===== src/hdl/arcade_io_pkg.sv =====
// Shared constants and types for the arcade cabinet I/O glue.
// Holds key and joystick bit positions, the keyboard scancodes that drive
// the buttons, the player control word and the default parameter widths.
// Modules take what they need by a wildcard import in their header.
package arcade_io_pkg;

	// ============================================================
	// Held key vector bit positions
	// ============================================================
	localparam int KEY_UP     = 0;
	localparam int KEY_DOWN   = 1;
	localparam int KEY_LEFT   = 2;
	localparam int KEY_RIGHT  = 3;
	localparam int KEY_COIN   = 4;
	localparam int KEY_START1 = 5;
	localparam int KEY_START2 = 6;
	localparam int KEY_FIRE   = 7;

	// ============================================================
	// Keyboard scancodes, set 2 make codes
	// ============================================================
	// Cursor keys
	localparam logic [7:0] SC_UP     = 8'h75;
	localparam logic [7:0] SC_DOWN   = 8'h72;
	localparam logic [7:0] SC_LEFT   = 8'h6B;
	localparam logic [7:0] SC_RIGHT  = 8'h74;
	// ESC inserts a coin
	localparam logic [7:0] SC_COIN   = 8'h76;
	// F1 and F2
	localparam logic [7:0] SC_START1 = 8'h05;
	localparam logic [7:0] SC_START2 = 8'h06;
	// Space bar
	localparam logic [7:0] SC_FIRE   = 8'h29;

	// ============================================================
	// Joystick word bit positions
	// ============================================================
	// Upper bits carry extra buttons, unused by this cabinet
	localparam int JOY_RIGHT = 0;
	localparam int JOY_LEFT  = 1;
	localparam int JOY_DOWN  = 2;
	localparam int JOY_UP    = 3;
	localparam int JOY_FIRE  = 4;

	// ============================================================
	// Player control word, as the game core expects it
	// ============================================================
	// Field order matches the core's CSJUDLR input
	typedef union packed {
		logic [6:0] raw;
		struct packed {
			logic coin;
			logic start;
			logic fire;
			logic up;
			logic down;
			logic left;
			logic right;
		} fields;
	} ctrl_word_u;

	// Core outputs 3-bit colour, mix of two 8-bit channels needs 11 bits
	localparam int DEF_COLOR_BITS = 3;
	localparam int DEF_AUDIO_BITS = 11;

endpackage


===== src/hdl/key_latch.sv =====
// Keyboard scancode decoder for the cabinet buttons.
// Each key event arrives as a one-cycle strobe with a scancode and a
// pressed flag. Known scancodes load the flag into their held button bit,
// so key_state follows the key one cycle after the strobe. Unknown
// scancodes are ignored.
module key_latch
	import arcade_io_pkg::*;
(
	input  logic       clk_24,
	input  logic       rst_n,
	input  logic       key_strobe,
	input  logic       key_pressed,
	input  logic [7:0] key_code,
	output logic [7:0] key_state
);

	// ============================================================
	// Held button levels
	// ============================================================
	// One bit per cabinet button, cleared by reset
	// A press sets the bit, a release clears it
	always_ff @(posedge clk_24 or negedge rst_n) begin
		if (!rst_n) begin
			key_state <= '0;
		end else if (key_strobe) begin
			case (key_code)
				// Directions
				SC_UP: begin
					key_state[KEY_UP] <= key_pressed;
				end
				SC_DOWN: begin
					key_state[KEY_DOWN] <= key_pressed;
				end
				SC_LEFT: begin
					key_state[KEY_LEFT] <= key_pressed;
				end
				SC_RIGHT: begin
					key_state[KEY_RIGHT] <= key_pressed;
				end
				// Coin and start buttons
				SC_COIN: begin
					key_state[KEY_COIN] <= key_pressed;
				end
				SC_START1: begin
					key_state[KEY_START1] <= key_pressed;
				end
				SC_START2: begin
					key_state[KEY_START2] <= key_pressed;
				end
				// Fire
				SC_FIRE: begin
					key_state[KEY_FIRE] <= key_pressed;
				end
				// Any other key, hold state
				default: begin
					key_state <= key_state;
				end
			endcase
		end
	end

	// ============================================================
	// Checks
	// ============================================================
	// Scancode must be fully driven whenever the keyboard side strobes
	a_code_known: assert property (
		@(posedge clk_24) disable iff (!rst_n)
		key_strobe |-> !$isunknown(key_code)
	) else $error("key_code unknown during key_strobe");

endmodule


===== src/hdl/control_mapper.sv =====
// Player control mapper.
// Merges the held keyboard buttons with both joysticks into the two
// player control words of the game core. With rotate set, directions
// turn by a quarter so that controls match a rotated monitor.
// Both words are registered, one cycle behind their inputs.
module control_mapper
	import arcade_io_pkg::*;
(
	input  logic       clk_24,
	input  logic       rst_n,
	input  logic [7:0] key_state,
	input  logic [7:0] joystick_0,
	input  logic [7:0] joystick_1,
	input  logic       rotate,
	output logic [6:0] p1_ctrl,
	output logic [6:0] p2_ctrl
);

	// Direction sources before rotation, key OR either joystick
	logic src_up;
	logic src_down;
	logic src_left;
	logic src_right;
	logic src_fire;

	// Next control words, built field by field
	ctrl_word_u p1_next;
	ctrl_word_u p2_next;

	assign src_up    = key_state[KEY_UP] | joystick_0[JOY_UP] | joystick_1[JOY_UP];
	assign src_down  = key_state[KEY_DOWN] | joystick_0[JOY_DOWN] | joystick_1[JOY_DOWN];
	assign src_left  = key_state[KEY_LEFT] | joystick_0[JOY_LEFT] | joystick_1[JOY_LEFT];
	assign src_right = key_state[KEY_RIGHT] | joystick_0[JOY_RIGHT] | joystick_1[JOY_RIGHT];
	assign src_fire  = key_state[KEY_FIRE] | joystick_0[JOY_FIRE] | joystick_1[JOY_FIRE];

	// ============================================================
	// Word assembly
	// ============================================================
	always_comb begin
		// Rotated screen: left drives up, up drives right, and so on
		p1_next.fields.up    = rotate ? src_left  : src_up;
		p1_next.fields.down  = rotate ? src_right : src_down;
		p1_next.fields.left  = rotate ? src_down  : src_left;
		p1_next.fields.right = rotate ? src_up    : src_right;
		p1_next.fields.fire  = src_fire;
		p1_next.fields.coin  = key_state[KEY_COIN];
		p1_next.fields.start = key_state[KEY_START1];

		// Player 2 shares stick and fire
		p2_next              = p1_next;
		// Single coin slot, wired to player 1 only
		p2_next.fields.coin  = 1'b0;
		p2_next.fields.start = key_state[KEY_START2];
	end

	// ============================================================
	// Output registers
	// ============================================================
	always_ff @(posedge clk_24 or negedge rst_n) begin
		if (!rst_n) begin
			p1_ctrl <= '0;
			p2_ctrl <= '0;
		end else begin
			p1_ctrl <= p1_next.raw;
			p2_ctrl <= p2_next.raw;
		end
	end

endmodule


===== src/hdl/sound_mixer.sv =====
// Two-channel sound mixer.
// Channel b is weighted by four against channel a, as on the original
// board, and the sum is registered as one unsigned sample for the DAC.
module sound_mixer
	import arcade_io_pkg::*;
#(
	parameter int AUDIO_BITS = DEF_AUDIO_BITS
) (
	input  logic                  clk_24,
	input  logic                  rst_n,
	input  logic [7:0]            audio_a,
	input  logic [7:0]            audio_b,
	output logic [AUDIO_BITS-1:0] mix_sample
);

	// Full sum of 255 + 4*255 needs 11 bits
	localparam int SUM_BITS = (AUDIO_BITS > 11) ? AUDIO_BITS : 11;

	logic [SUM_BITS-1:0] sum_full;

	// b shifted up two places, a added at unit weight
	assign sum_full = SUM_BITS'(audio_a) + (SUM_BITS'(audio_b) << 2);

	// ============================================================
	// Sample register
	// ============================================================
	always_ff @(posedge clk_24 or negedge rst_n) begin
		if (!rst_n) begin
			mix_sample <= '0;
		end else begin
			mix_sample <= sum_full[AUDIO_BITS-1:0];
		end
	end

	// Narrow AUDIO_BITS would clip the loud channel
	a_sum_in_range: assert property (
		@(posedge clk_24) disable iff (!rst_n)
		(sum_full >> AUDIO_BITS) == '0
	) else $error("mixed sum exceeds sample range");

endmodule


===== src/hdl/sigma_delta_dac.sv =====
// First-order sigma-delta audio DAC.
// An accumulator as wide as the sample adds the sample each cycle; the
// registered carry out is the one-bit pulse stream. Its density is the
// sample over 2**AUDIO_BITS, so an external RC filter recovers the level.
// For a constant sample S, any 2**AUDIO_BITS cycles hold exactly S pulses.
module sigma_delta_dac
	import arcade_io_pkg::*;
#(
	parameter int AUDIO_BITS = DEF_AUDIO_BITS
) (
	input  logic                  clk_24,
	input  logic                  rst_n,
	input  logic [AUDIO_BITS-1:0] mix_sample,
	output logic                  audio_l
);

	// Running error term
	logic [AUDIO_BITS-1:0] acc;
	// Accumulator plus sample, top bit is the carry
	logic [AUDIO_BITS:0]   acc_sum;

	assign acc_sum = {1'b0, acc} + {1'b0, mix_sample};

	// ============================================================
	// Modulator
	// ============================================================
	always_ff @(posedge clk_24 or negedge rst_n) begin
		if (!rst_n) begin
			acc     <= '0;
			audio_l <= 1'b0;
		end else begin
			// Residue wraps, overflow becomes a pulse
			acc     <= acc_sum[AUDIO_BITS-1:0];
			audio_l <= acc_sum[AUDIO_BITS];
		end
	end

endmodule


===== src/hdl/video_blanker.sv =====
// Video output stage for the VGA DAC.
// Colour is forced to black during horizontal or vertical blanking and
// otherwise widened to 6 bits by repeating its bits from the top, so full
// scale stays full scale. Syncs from the core are active high and leave
// inverted. Every output is registered, one cycle behind the inputs.
module video_blanker
	import arcade_io_pkg::*;
#(
	parameter int COLOR_BITS = DEF_COLOR_BITS
) (
	input  logic                  clk_24,
	input  logic                  rst_n,
	input  logic [COLOR_BITS-1:0] r,
	input  logic [COLOR_BITS-1:0] g,
	input  logic [COLOR_BITS-1:0] b,
	input  logic                  hs,
	input  logic                  vs,
	input  logic                  hb,
	input  logic                  vb,
	output logic [5:0]            vga_r,
	output logic [5:0]            vga_g,
	output logic [5:0]            vga_b,
	output logic                  vga_hs,
	output logic                  vga_vs
);

	// Bit repeat from MSB, 3 bits abc become abcabc
	function automatic logic [5:0] widen(input logic [COLOR_BITS-1:0] c);
		logic [5:0] w;
		for (int i = 0; i < 6; i++) begin
			w[5 - i] = c[COLOR_BITS - 1 - (i % COLOR_BITS)];
		end
		return w;
	endfunction

	logic blank;

	assign blank = hb | vb;

	always_ff @(posedge clk_24 or negedge rst_n) begin
		if (!rst_n) begin
			vga_r  <= '0;
			vga_g  <= '0;
			vga_b  <= '0;
			// Syncs idle high
			vga_hs <= 1'b1;
			vga_vs <= 1'b1;
		end else begin
			vga_r  <= blank ? 6'd0 : widen(r);
			vga_g  <= blank ? 6'd0 : widen(g);
			vga_b  <= blank ? 6'd0 : widen(b);
			vga_hs <= ~hs;
			vga_vs <= ~vs;
		end
	end

	// Widening only covers 1 to 6 input bits
	a_color_bits: assert property (
		@(posedge clk_24) (COLOR_BITS >= 1) && (COLOR_BITS <= 6)
	) else $error("COLOR_BITS out of range");

endmodule


===== src/hdl/arcade_io.sv =====
// Board-side I/O glue between the game core and the cabinet.
// Three independent lanes: keyboard and joysticks to player control
// words, core RGB and syncs to the VGA DAC, and the two sound channels to
// a one-bit audio stream. Both audio pins carry the same mono stream.
// COLOR_BITS and AUDIO_BITS are set here and handed to the stages.
module arcade_io
	import arcade_io_pkg::*;
#(
	parameter int COLOR_BITS = DEF_COLOR_BITS,
	parameter int AUDIO_BITS = DEF_AUDIO_BITS
) (
	input  logic                  clk_24,
	input  logic                  rst_n,
	// Keyboard events
	input  logic                  key_strobe,
	input  logic                  key_pressed,
	input  logic [7:0]            key_code,
	// Joysticks and screen orientation
	input  logic [7:0]            joystick_0,
	input  logic [7:0]            joystick_1,
	input  logic                  rotate,
	// Core video
	input  logic [COLOR_BITS-1:0] r,
	input  logic [COLOR_BITS-1:0] g,
	input  logic [COLOR_BITS-1:0] b,
	input  logic                  hs,
	input  logic                  vs,
	input  logic                  hb,
	input  logic                  vb,
	// Core sound
	input  logic [7:0]            audio_a,
	input  logic [7:0]            audio_b,
	// To the core
	output logic [6:0]            p1_ctrl,
	output logic [6:0]            p2_ctrl,
	// To the board
	output logic [5:0]            vga_r,
	output logic [5:0]            vga_g,
	output logic [5:0]            vga_b,
	output logic                  vga_hs,
	output logic                  vga_vs,
	output logic                  audio_l,
	output logic                  audio_r
);

	logic [7:0]            key_state;
	logic [AUDIO_BITS-1:0] mix_sample;

	// ============================================================
	// Control lane
	// ============================================================
	key_latch i_key_latch (
		.clk_24      (clk_24),
		.rst_n       (rst_n),
		.key_strobe  (key_strobe),
		.key_pressed (key_pressed),
		.key_code    (key_code),
		.key_state   (key_state)
	);

	control_mapper i_control_mapper (
		.clk_24     (clk_24),
		.rst_n      (rst_n),
		.key_state  (key_state),
		.joystick_0 (joystick_0),
		.joystick_1 (joystick_1),
		.rotate     (rotate),
		.p1_ctrl    (p1_ctrl),
		.p2_ctrl    (p2_ctrl)
	);

	// ============================================================
	// Video lane
	// ============================================================
	video_blanker #(
		.COLOR_BITS (COLOR_BITS)
	) i_video_blanker (
		.clk_24 (clk_24),
		.rst_n  (rst_n),
		.r      (r),
		.g      (g),
		.b      (b),
		.hs     (hs),
		.vs     (vs),
		.hb     (hb),
		.vb     (vb),
		.vga_r  (vga_r),
		.vga_g  (vga_g),
		.vga_b  (vga_b),
		.vga_hs (vga_hs),
		.vga_vs (vga_vs)
	);

	// ============================================================
	// Audio lane
	// ============================================================
	sound_mixer #(
		.AUDIO_BITS (AUDIO_BITS)
	) i_sound_mixer (
		.clk_24     (clk_24),
		.rst_n      (rst_n),
		.audio_a    (audio_a),
		.audio_b    (audio_b),
		.mix_sample (mix_sample)
	);

	sigma_delta_dac #(
		.AUDIO_BITS (AUDIO_BITS)
	) i_sigma_delta_dac (
		.clk_24     (clk_24),
		.rst_n      (rst_n),
		.mix_sample (mix_sample),
		.audio_l    (audio_l)
	);

	// Mono board, right pin mirrors left
	assign audio_r = audio_l;

endmodule


===== config.mk =====
export PLATFORM = sky130hd
export DESIGN_NAME = arcade_io
export DESIGN_NICKNAME = d
export VERILOG_FILES = /design/src/hdl/arcade_io_pkg.sv /design/src/hdl/key_latch.sv /design/src/hdl/control_mapper.sv /design/src/hdl/sound_mixer.sv /design/src/hdl/sigma_delta_dac.sv /design/src/hdl/video_blanker.sv /design/src/hdl/arcade_io.sv
export SDC_FILE = /design/constraint.sdc
export NUM_CORES = 1
export LEC_CHECK = 0
export BUFFER_PORTS_ARGS = -buffer_cell sky130_fd_sc_hd__buf_2
export CORE_ASPECT_RATIO = 2
export CORE_MARGIN = 1.5
export CORE_UTILIZATION = 49
export DETAILED_ROUTE_END_ITERATION = 7
export GPL_ROUTABILITY_DRIVEN = 0
export PLACE_DENSITY = 0.79
export REMOVE_ABC_BUFFERS = 1
export SLEW_MARGIN = 20
export SYNTH_ARGS = -nofsm -noshare
export SYNTH_HDL_FRONTEND = slang
export SYNTH_SLANG_ARGS = --single-unit

===== constraint.sdc =====
create_clock -name clk_24 -period 2.7 [get_ports clk_24]
set_input_delay 0.27 -clock clk_24 [delete_from_list [all_inputs] [get_ports clk_24]]
set_output_delay 0.27 -clock clk_24 [all_outputs]
set_load 0.01 [all_outputs]

==> results.cfg, run 1 <==
[placed_design]
numPortBuffers = 86
post_dp_cell_area_mm2 = 0.00292
hpwl_um = 4210
dp_cells = 354

[setup_path]
rr_startpoint = i_sigma_delta_dac.acc[0]
critPathSlowestCell = or4_1
worstPathCellList = ha_1 -> fa_1 -> a21o_1 -> a221oi_2 -> nor3_1 -> or4_1
worstSetupEndpointType = register
crit_type = reg -> reg
reg2reg_to = i_sigma_delta_dac.acc[10]
critPathMaxFanout = 3
required_ns = 2.88
r2r_slack_ns = 0.31
cp-start-kind = register
max_stage_delay_ns = 0.50
crit_arrival_ns = 2.57
reg2regPathDepth = 6

[power]
power_frac_comb = 0.398
finalPower_mw = 2.60
power.share.switching = 0.336
internal-power_mw = 1.73
leakage_nw = 1.59
power_density_mw_per_mm2 = 848
netSwitchingPower_mw = 0.872
ir_worst_vdd_v = 0.000543
pwr-share-seq = 0.364
power_frac_clock = 0.238

[layout]
regArea_mm2 = 0.00125
drive_gt1_frac = 0.354
layout_commonest_cell = buf_2
layout_common_cells = 85 x buf_2, 48 x dfrtp_1, 17 x ha_1
nFillCells = 397
syn_to_final_growth_pct = 20.5
finalInstanceArea_mm2 = 0.00306
finalNetCount = 381
final_core_util = 0.624
multi_input_area_mm2 = 0.00112
fin_cells = 362
antenna_cells = 0

[grt]
grt_pass1_vias = 1970
grt_max_degree = 50
antenna_found_initial = 0
grt_first_pass_wirelength_um = 8540
grt_usage = 0.205
grt.overflow.total = 0

[timing]
rsz0062_at_grt = no
worst_pin_slew_ns = 0.593
period_minus_slack_ns = 2.39
fin_crit_sh = 0.884
hold_violations = 48
timing.hold.ws_ns = -0.0307
maxSlewHeadroom = 0.605
fin_skew_ns = 0.00651
setup_violations = 0
slew_violations = 0
setup-tns-final_ns = 0
max_freq_mhz = 419

[cts]
cts_buffer_depth = 2
clk_pin_slew_worst_paths_ns = 0.09
cts_resized = 0
cts_tree = done
post_cts_buffers = 0
root_buffer = clkbuf_8
htreeDepth = 2
clk_latency_ns = 0.30
ctsHoldBuffers = 0
cts.sinks = 50
cts_buffers = 5

[logic_synthesis]
ys_ff_latch = 50
ys_warn_count = 0
synthArstFlopShare = 1.00
synth_ff_type = dfrtp_1
syn_avg_cell_area_um2 = 11.1
yosysUniqueCellTypes = 43
synthCells = 228
synth_area_mm2 = 0.00254
ys_seq_area_frac = 0.494
synth_edf_count = 0

[floorplanning]
dieWidth_um = 53.9
num_rows = 36
core_area_mm2 = 0.00491
die-area_mm2 = 0.00565
start_util = 0.517
io_pins = 94
die_h_um = 105

[run]
drv_cap = 0

[detailed_routing]
wl_per_cell_um = 14.6
drt_iter0_markers = 14
drt_pass1_iterations = 4
via_per_inst = 5.35
wirelength_um = 5290
vias = 1935
drc = 0
drtAntennaViolNets = 0

[status]
failed_checks = negative hold slack
status = complete, but fails checks

[min_path]
hold_class = in -> async
-- synthesized netlist by cell type, drive strengths merged, types with 2 or more instances --
cell	count	share of area
nor2	13	0.019
a21o	6	0.018
buf	16	0.047
and3	2	0.0049
o211ai	2	0.0059
o21ai	10	0.020
nand3	5	0.0099
xnor2	6	0.021
nand2b	4	0.0099
dfrtp	48	0.47
nor3	7	0.014
dfstp	2	0.021
clkbuf	2	0.0030
fa	2	0.016
a211oi	4	0.012
ha	17	0.084
xor2	5	0.017
and2	10	0.025
nor4b	2	0.0069
mux2	8	0.035
mux2i	4	0.016
o21bai	2	0.0059
inv	9	0.013
a21oi	13	0.026
nor4	2	0.0049
nand2	10	0.015
-- power by group through the flow --
stage	sequential (mW)	combinational, mW	clock [mW]
4_1_cts	0.947	1.03	0.637
6_report	0.945	1.03	0.619
3_5_place_dp	0.962	1.01	0
2_1_floorplan	0.967	0.733	0
3_3_place_gp	0.954	0.979	0
5_1_grt	0.960	1.16	0.660
-- routing by layer --
| metal | routed length (µm) | global-route usage |
|---|---|---|
| met1 | 1750 | 0.212 |
| met2 | 3130 | 0.368 |
| met3 | 267 | 0.0357 |
| met4 | 151 | 0.0989 |
| met5 | 0 | 0 |
-- how the worst max path moves through the flow --
stage | start | end | cells after the start
final | i_sigma_delta_dac.acc[0] | i_sigma_delta_dac.acc[10] | 6
after global routing | i_sigma_delta_dac.acc[0] | i_sigma_delta_dac.acc[10] | 6
after CTS | i_sigma_delta_dac.acc[0] | i_sigma_delta_dac.acc[10] | 6
after detailed placement | i_sigma_delta_dac.acc[0] | i_sigma_delta_dac.acc[10] | 6
after global placement | i_sigma_delta_dac.acc[0] | i_sigma_delta_dac.acc[10] | 6
after floorplan | i_sigma_delta_dac.acc[0] | i_sigma_delta_dac.acc[10] | 6
-- worst max-delay path: cells and delay by family, from the launching register on --
kind,cells,cell delay [ns]
compound gates,2,0.64
fa+ha+maj,2,0.65
flops,1,0.37
simple gates,2,0.61
-- stage by stage --
stage / setup WS [ns] / hold slack, ns
after floorplan: 0.523 / -0.0256
after global placement: 0.373 / 0.356
after detailed placement: 0.316 / 0.365
after CTS: 0.306 / 0.0563
after global routing: 0.193 / 0.0120
final: 0.312 / -0.0307
-- cells by family (layout without fill, tap and decap cells) --
kind of cell | after synthesis | in the layout | share of synthesized area
xor+xnor | 11 | 11 | 0.0379
buf+inv | 27 | 104 | 0.0635
fa+ha+maj | 19 | 19 | 0.0995
other cells | 1 | 1 | 0.00148
flops | 50 | 50 | 0.494
compound gates | 42 | 42 | 0.106
simple gates | 66 | 66 | 0.146
mux | 12 | 12 | 0.0512
-- state kept, by name, summed over array words and instances (netlist names) --
name,cells
i_sigma_delta_dac.acc,11
i_control_mapper.p1_ctrl,7
i_video_blanker.vga_b,3
i_video_blanker.vga_vs,1
i_control_mapper.p2_ctrl,1
i_video_blanker.vga_r,3
i_video_blanker.vga_g,3
i_video_blanker.vga_hs,1
i_sigma_delta_dac.audio_l,1
i_sound_mixer.mix_sample,11
i_key_latch.key_state,8
-- area by class of cell --
type	count	share of cell area
multi-input combinational	151	0.367
inverter	9	0.0110
tap	57	0.0233
sequential	50	0.409
clock buffer	5	0.0225
clock inverter	3	0.0225
timing repair buffer	87	0.144
No activity file was read; power rests on OpenSTA's default activity.
==> inputs of run 2 (changes only) <==
--- a/config.mk
+++ b/config.mk
@@ -6,12 +6,14 @@
 export NUM_CORES = 1
 export LEC_CHECK = 0
 export BUFFER_PORTS_ARGS = -buffer_cell sky130_fd_sc_hd__buf_2
+export CELL_PAD_IN_SITES_DETAIL_PLACEMENT = 0
+export CELL_PAD_IN_SITES_GLOBAL_PLACEMENT = 1
 export CORE_ASPECT_RATIO = 2
 export CORE_MARGIN = 1.5
-export CORE_UTILIZATION = 49
+export CORE_UTILIZATION = 37
 export DETAILED_ROUTE_END_ITERATION = 7
 export GPL_ROUTABILITY_DRIVEN = 0
-export PLACE_DENSITY = 0.79
+export PLACE_DENSITY_LB_ADDON = 0.1
 export REMOVE_ABC_BUFFERS = 1
 export SLEW_MARGIN = 20
 export SYNTH_ARGS = -nofsm -noshare
==> results.cfg, run 2 (same netlist as run 1, synthesis figures left out) <==
[status]
status = completed

[layout]
layout_common_cells = 86 x buf_2, 48 x dfrtp_1, 17 x ha_1
largestRegisters = i_sigma_delta_dac.acc x11, i_sound_mixer.mix_sample x11, i_key_latch.key_state x8
finalNetCount = 382
final_core_util = 0.471
antenna_cells = 0
finalInstanceArea_mm2 = 0.00312
drive_gt1_frac = 0.356
syn_to_final_growth_pct = 22.7
layout_commonest_cell = buf_2
nFillCells = 666

[floorplanning]
num_rows = 42
die_h_um = 120
core_area_mm2 = 0.00662
die-area_mm2 = 0.00740
io_pins = 94
start_util = 0.384
dieWidth_um = 61.6

[detailed_routing]
vias = 1921
via_per_inst = 4.88
drt_pass1_iterations = 4
drtAntennaViolNets = 0
wirelength_um = 5230
drt_iter0_markers = 51
drc = 0
wl_per_cell_um = 13.3

[cts]
root_buffer = clkbuf_16
cts.sinks = 50
cts_buffer_depth = 2
clk_pin_slew_worst_paths_ns = 0.07
cts_tree = done
clk_latency_ns = 0.28
cts_resized = 0
ctsHoldBuffers = 0
cts_buffers = 5
post_cts_buffers = 0
htreeDepth = 2

[timing]
rsz0062_at_grt = no
period_minus_slack_ns = 2.40
setup-tns-final_ns = 0
slew_violations = 0
fin_skew_ns = 0.00349
hold_violations = 0
setup_violations = 0
worst_pin_slew_ns = 0.640
max_freq_mhz = 417
timing.hold.ws_ns = 0.000364
maxSlewHeadroom = 0.573
fin_crit_sh = 0.888

[placed_design]
numPortBuffers = 86
hpwl_um = 4350
post_dp_cell_area_mm2 = 0.00297

[setup_path]
rr_startpoint = i_sigma_delta_dac.acc[0]
worstPathCellList = ha_1 -> fa_1 -> a21o_1 -> a221oi_2 -> nor3_1 -> or4_1
critPathTopFamily = compound AO/OA/AOI/OAI gates
worstSetupEndpointType = register
cp_num_buf_inv = 0
critPathMaxFanout = 3
cp-start-kind = register
crit_arrival_ns = 2.55
reg2regPathDepth = 6
max_stage_delay_ns = 0.51
critPathSlowestCell = or4_1
required_ns = 2.85
r2r_slack_ns = 0.30
worst-path-stages = 6
crit_type = reg -> reg
reg2reg_to = i_sigma_delta_dac.acc[10]

[grt]
grt_pass1_vias = 1977
antenna_found_initial = 0
grt_first_pass_wirelength_um = 8510
grt_usage = 0.155
grt.overflow.total = 0
grt_max_degree = 29

[power]
leakage_nw = 1.59
power_density_mw_per_mm2 = 829
ir_worst_vdd_v = 0.000351
finalPower_mw = 2.58

[min_path]
hold_class = in -> async

[run]
drv_cap = 0
==> run 2: changes by cell type in the layout (fill, tap and decap cells not counted), sizes merged <==
cell / change
clkinvlp: +2
bufinv: -2
clkinv: -1
inv: +1
buf: +1
==> run 2: layout make-up <==
class | count | area, µm² | share of cell area
timing repair buffer | 88 | 445 | 0.143
multi-input combinational | 151 | 1120 | 0.361
sequential | 50 | 1250 | 0.402
inverter | 9 | 33.8 | 0.0108
clock buffer | 5 | 125 | 0.0401
clock inverter | 3 | 23.8 | 0.00763
tap | 88 | 110 | 0.0353
==> run 2: worst reg2reg max path, cell delays in order (launching register included) <==
cell and delay (ns):
dfrtp_1 0.36, ha_1 0.23, fa_1 0.40, a21o_1 0.23, a221oi_2 0.42, nor3_1 0.11, or4_1 0.51
==> run 2: worst max-delay path by stage <==
stage	startpoint	end
4_1_cts	i_sigma_delta_dac.acc[0]	i_sigma_delta_dac.acc[10]
6_report	i_sigma_delta_dac.acc[0]	i_sigma_delta_dac.acc[10]
5_1_grt	i_sigma_delta_dac.acc[0]	i_sigma_delta_dac.acc[10]
3_5_place_dp	i_sigma_delta_dac.acc[0]	i_sigma_delta_dac.acc[10]
2_1_floorplan	i_sigma_delta_dac.acc[0]	i_sigma_delta_dac.acc[10]
3_3_place_gp	i_sigma_delta_dac.acc[0]	i_sigma_delta_dac.acc[10]
==> run 2: through the flow <==
stage	instances	setup WS, ns
6_report	394	0.301
5_1_grt	394	0.240
4_1_cts	394	0.271
3_5_place_dp	386	0.278
3_3_place_gp	386	0.331
2_1_floorplan	210	0.523
==> run 2: where the power goes <==
group	switching, mW	internal [mW]	leakage [nW]
Clock	0.272	0.346	0.0664
Sequential	0.0514	0.895	0.616
Combinational	0.558	0.459	0.906
==> run 2: layer usage <==
metal | track usage | share of wire
met2 | 0.302 | 0.62
met3 | 0.0310 | 0.035
met5 | 0 | 0
met4 | 0.0598 | 0.021
met1 | 0.143 | 0.32
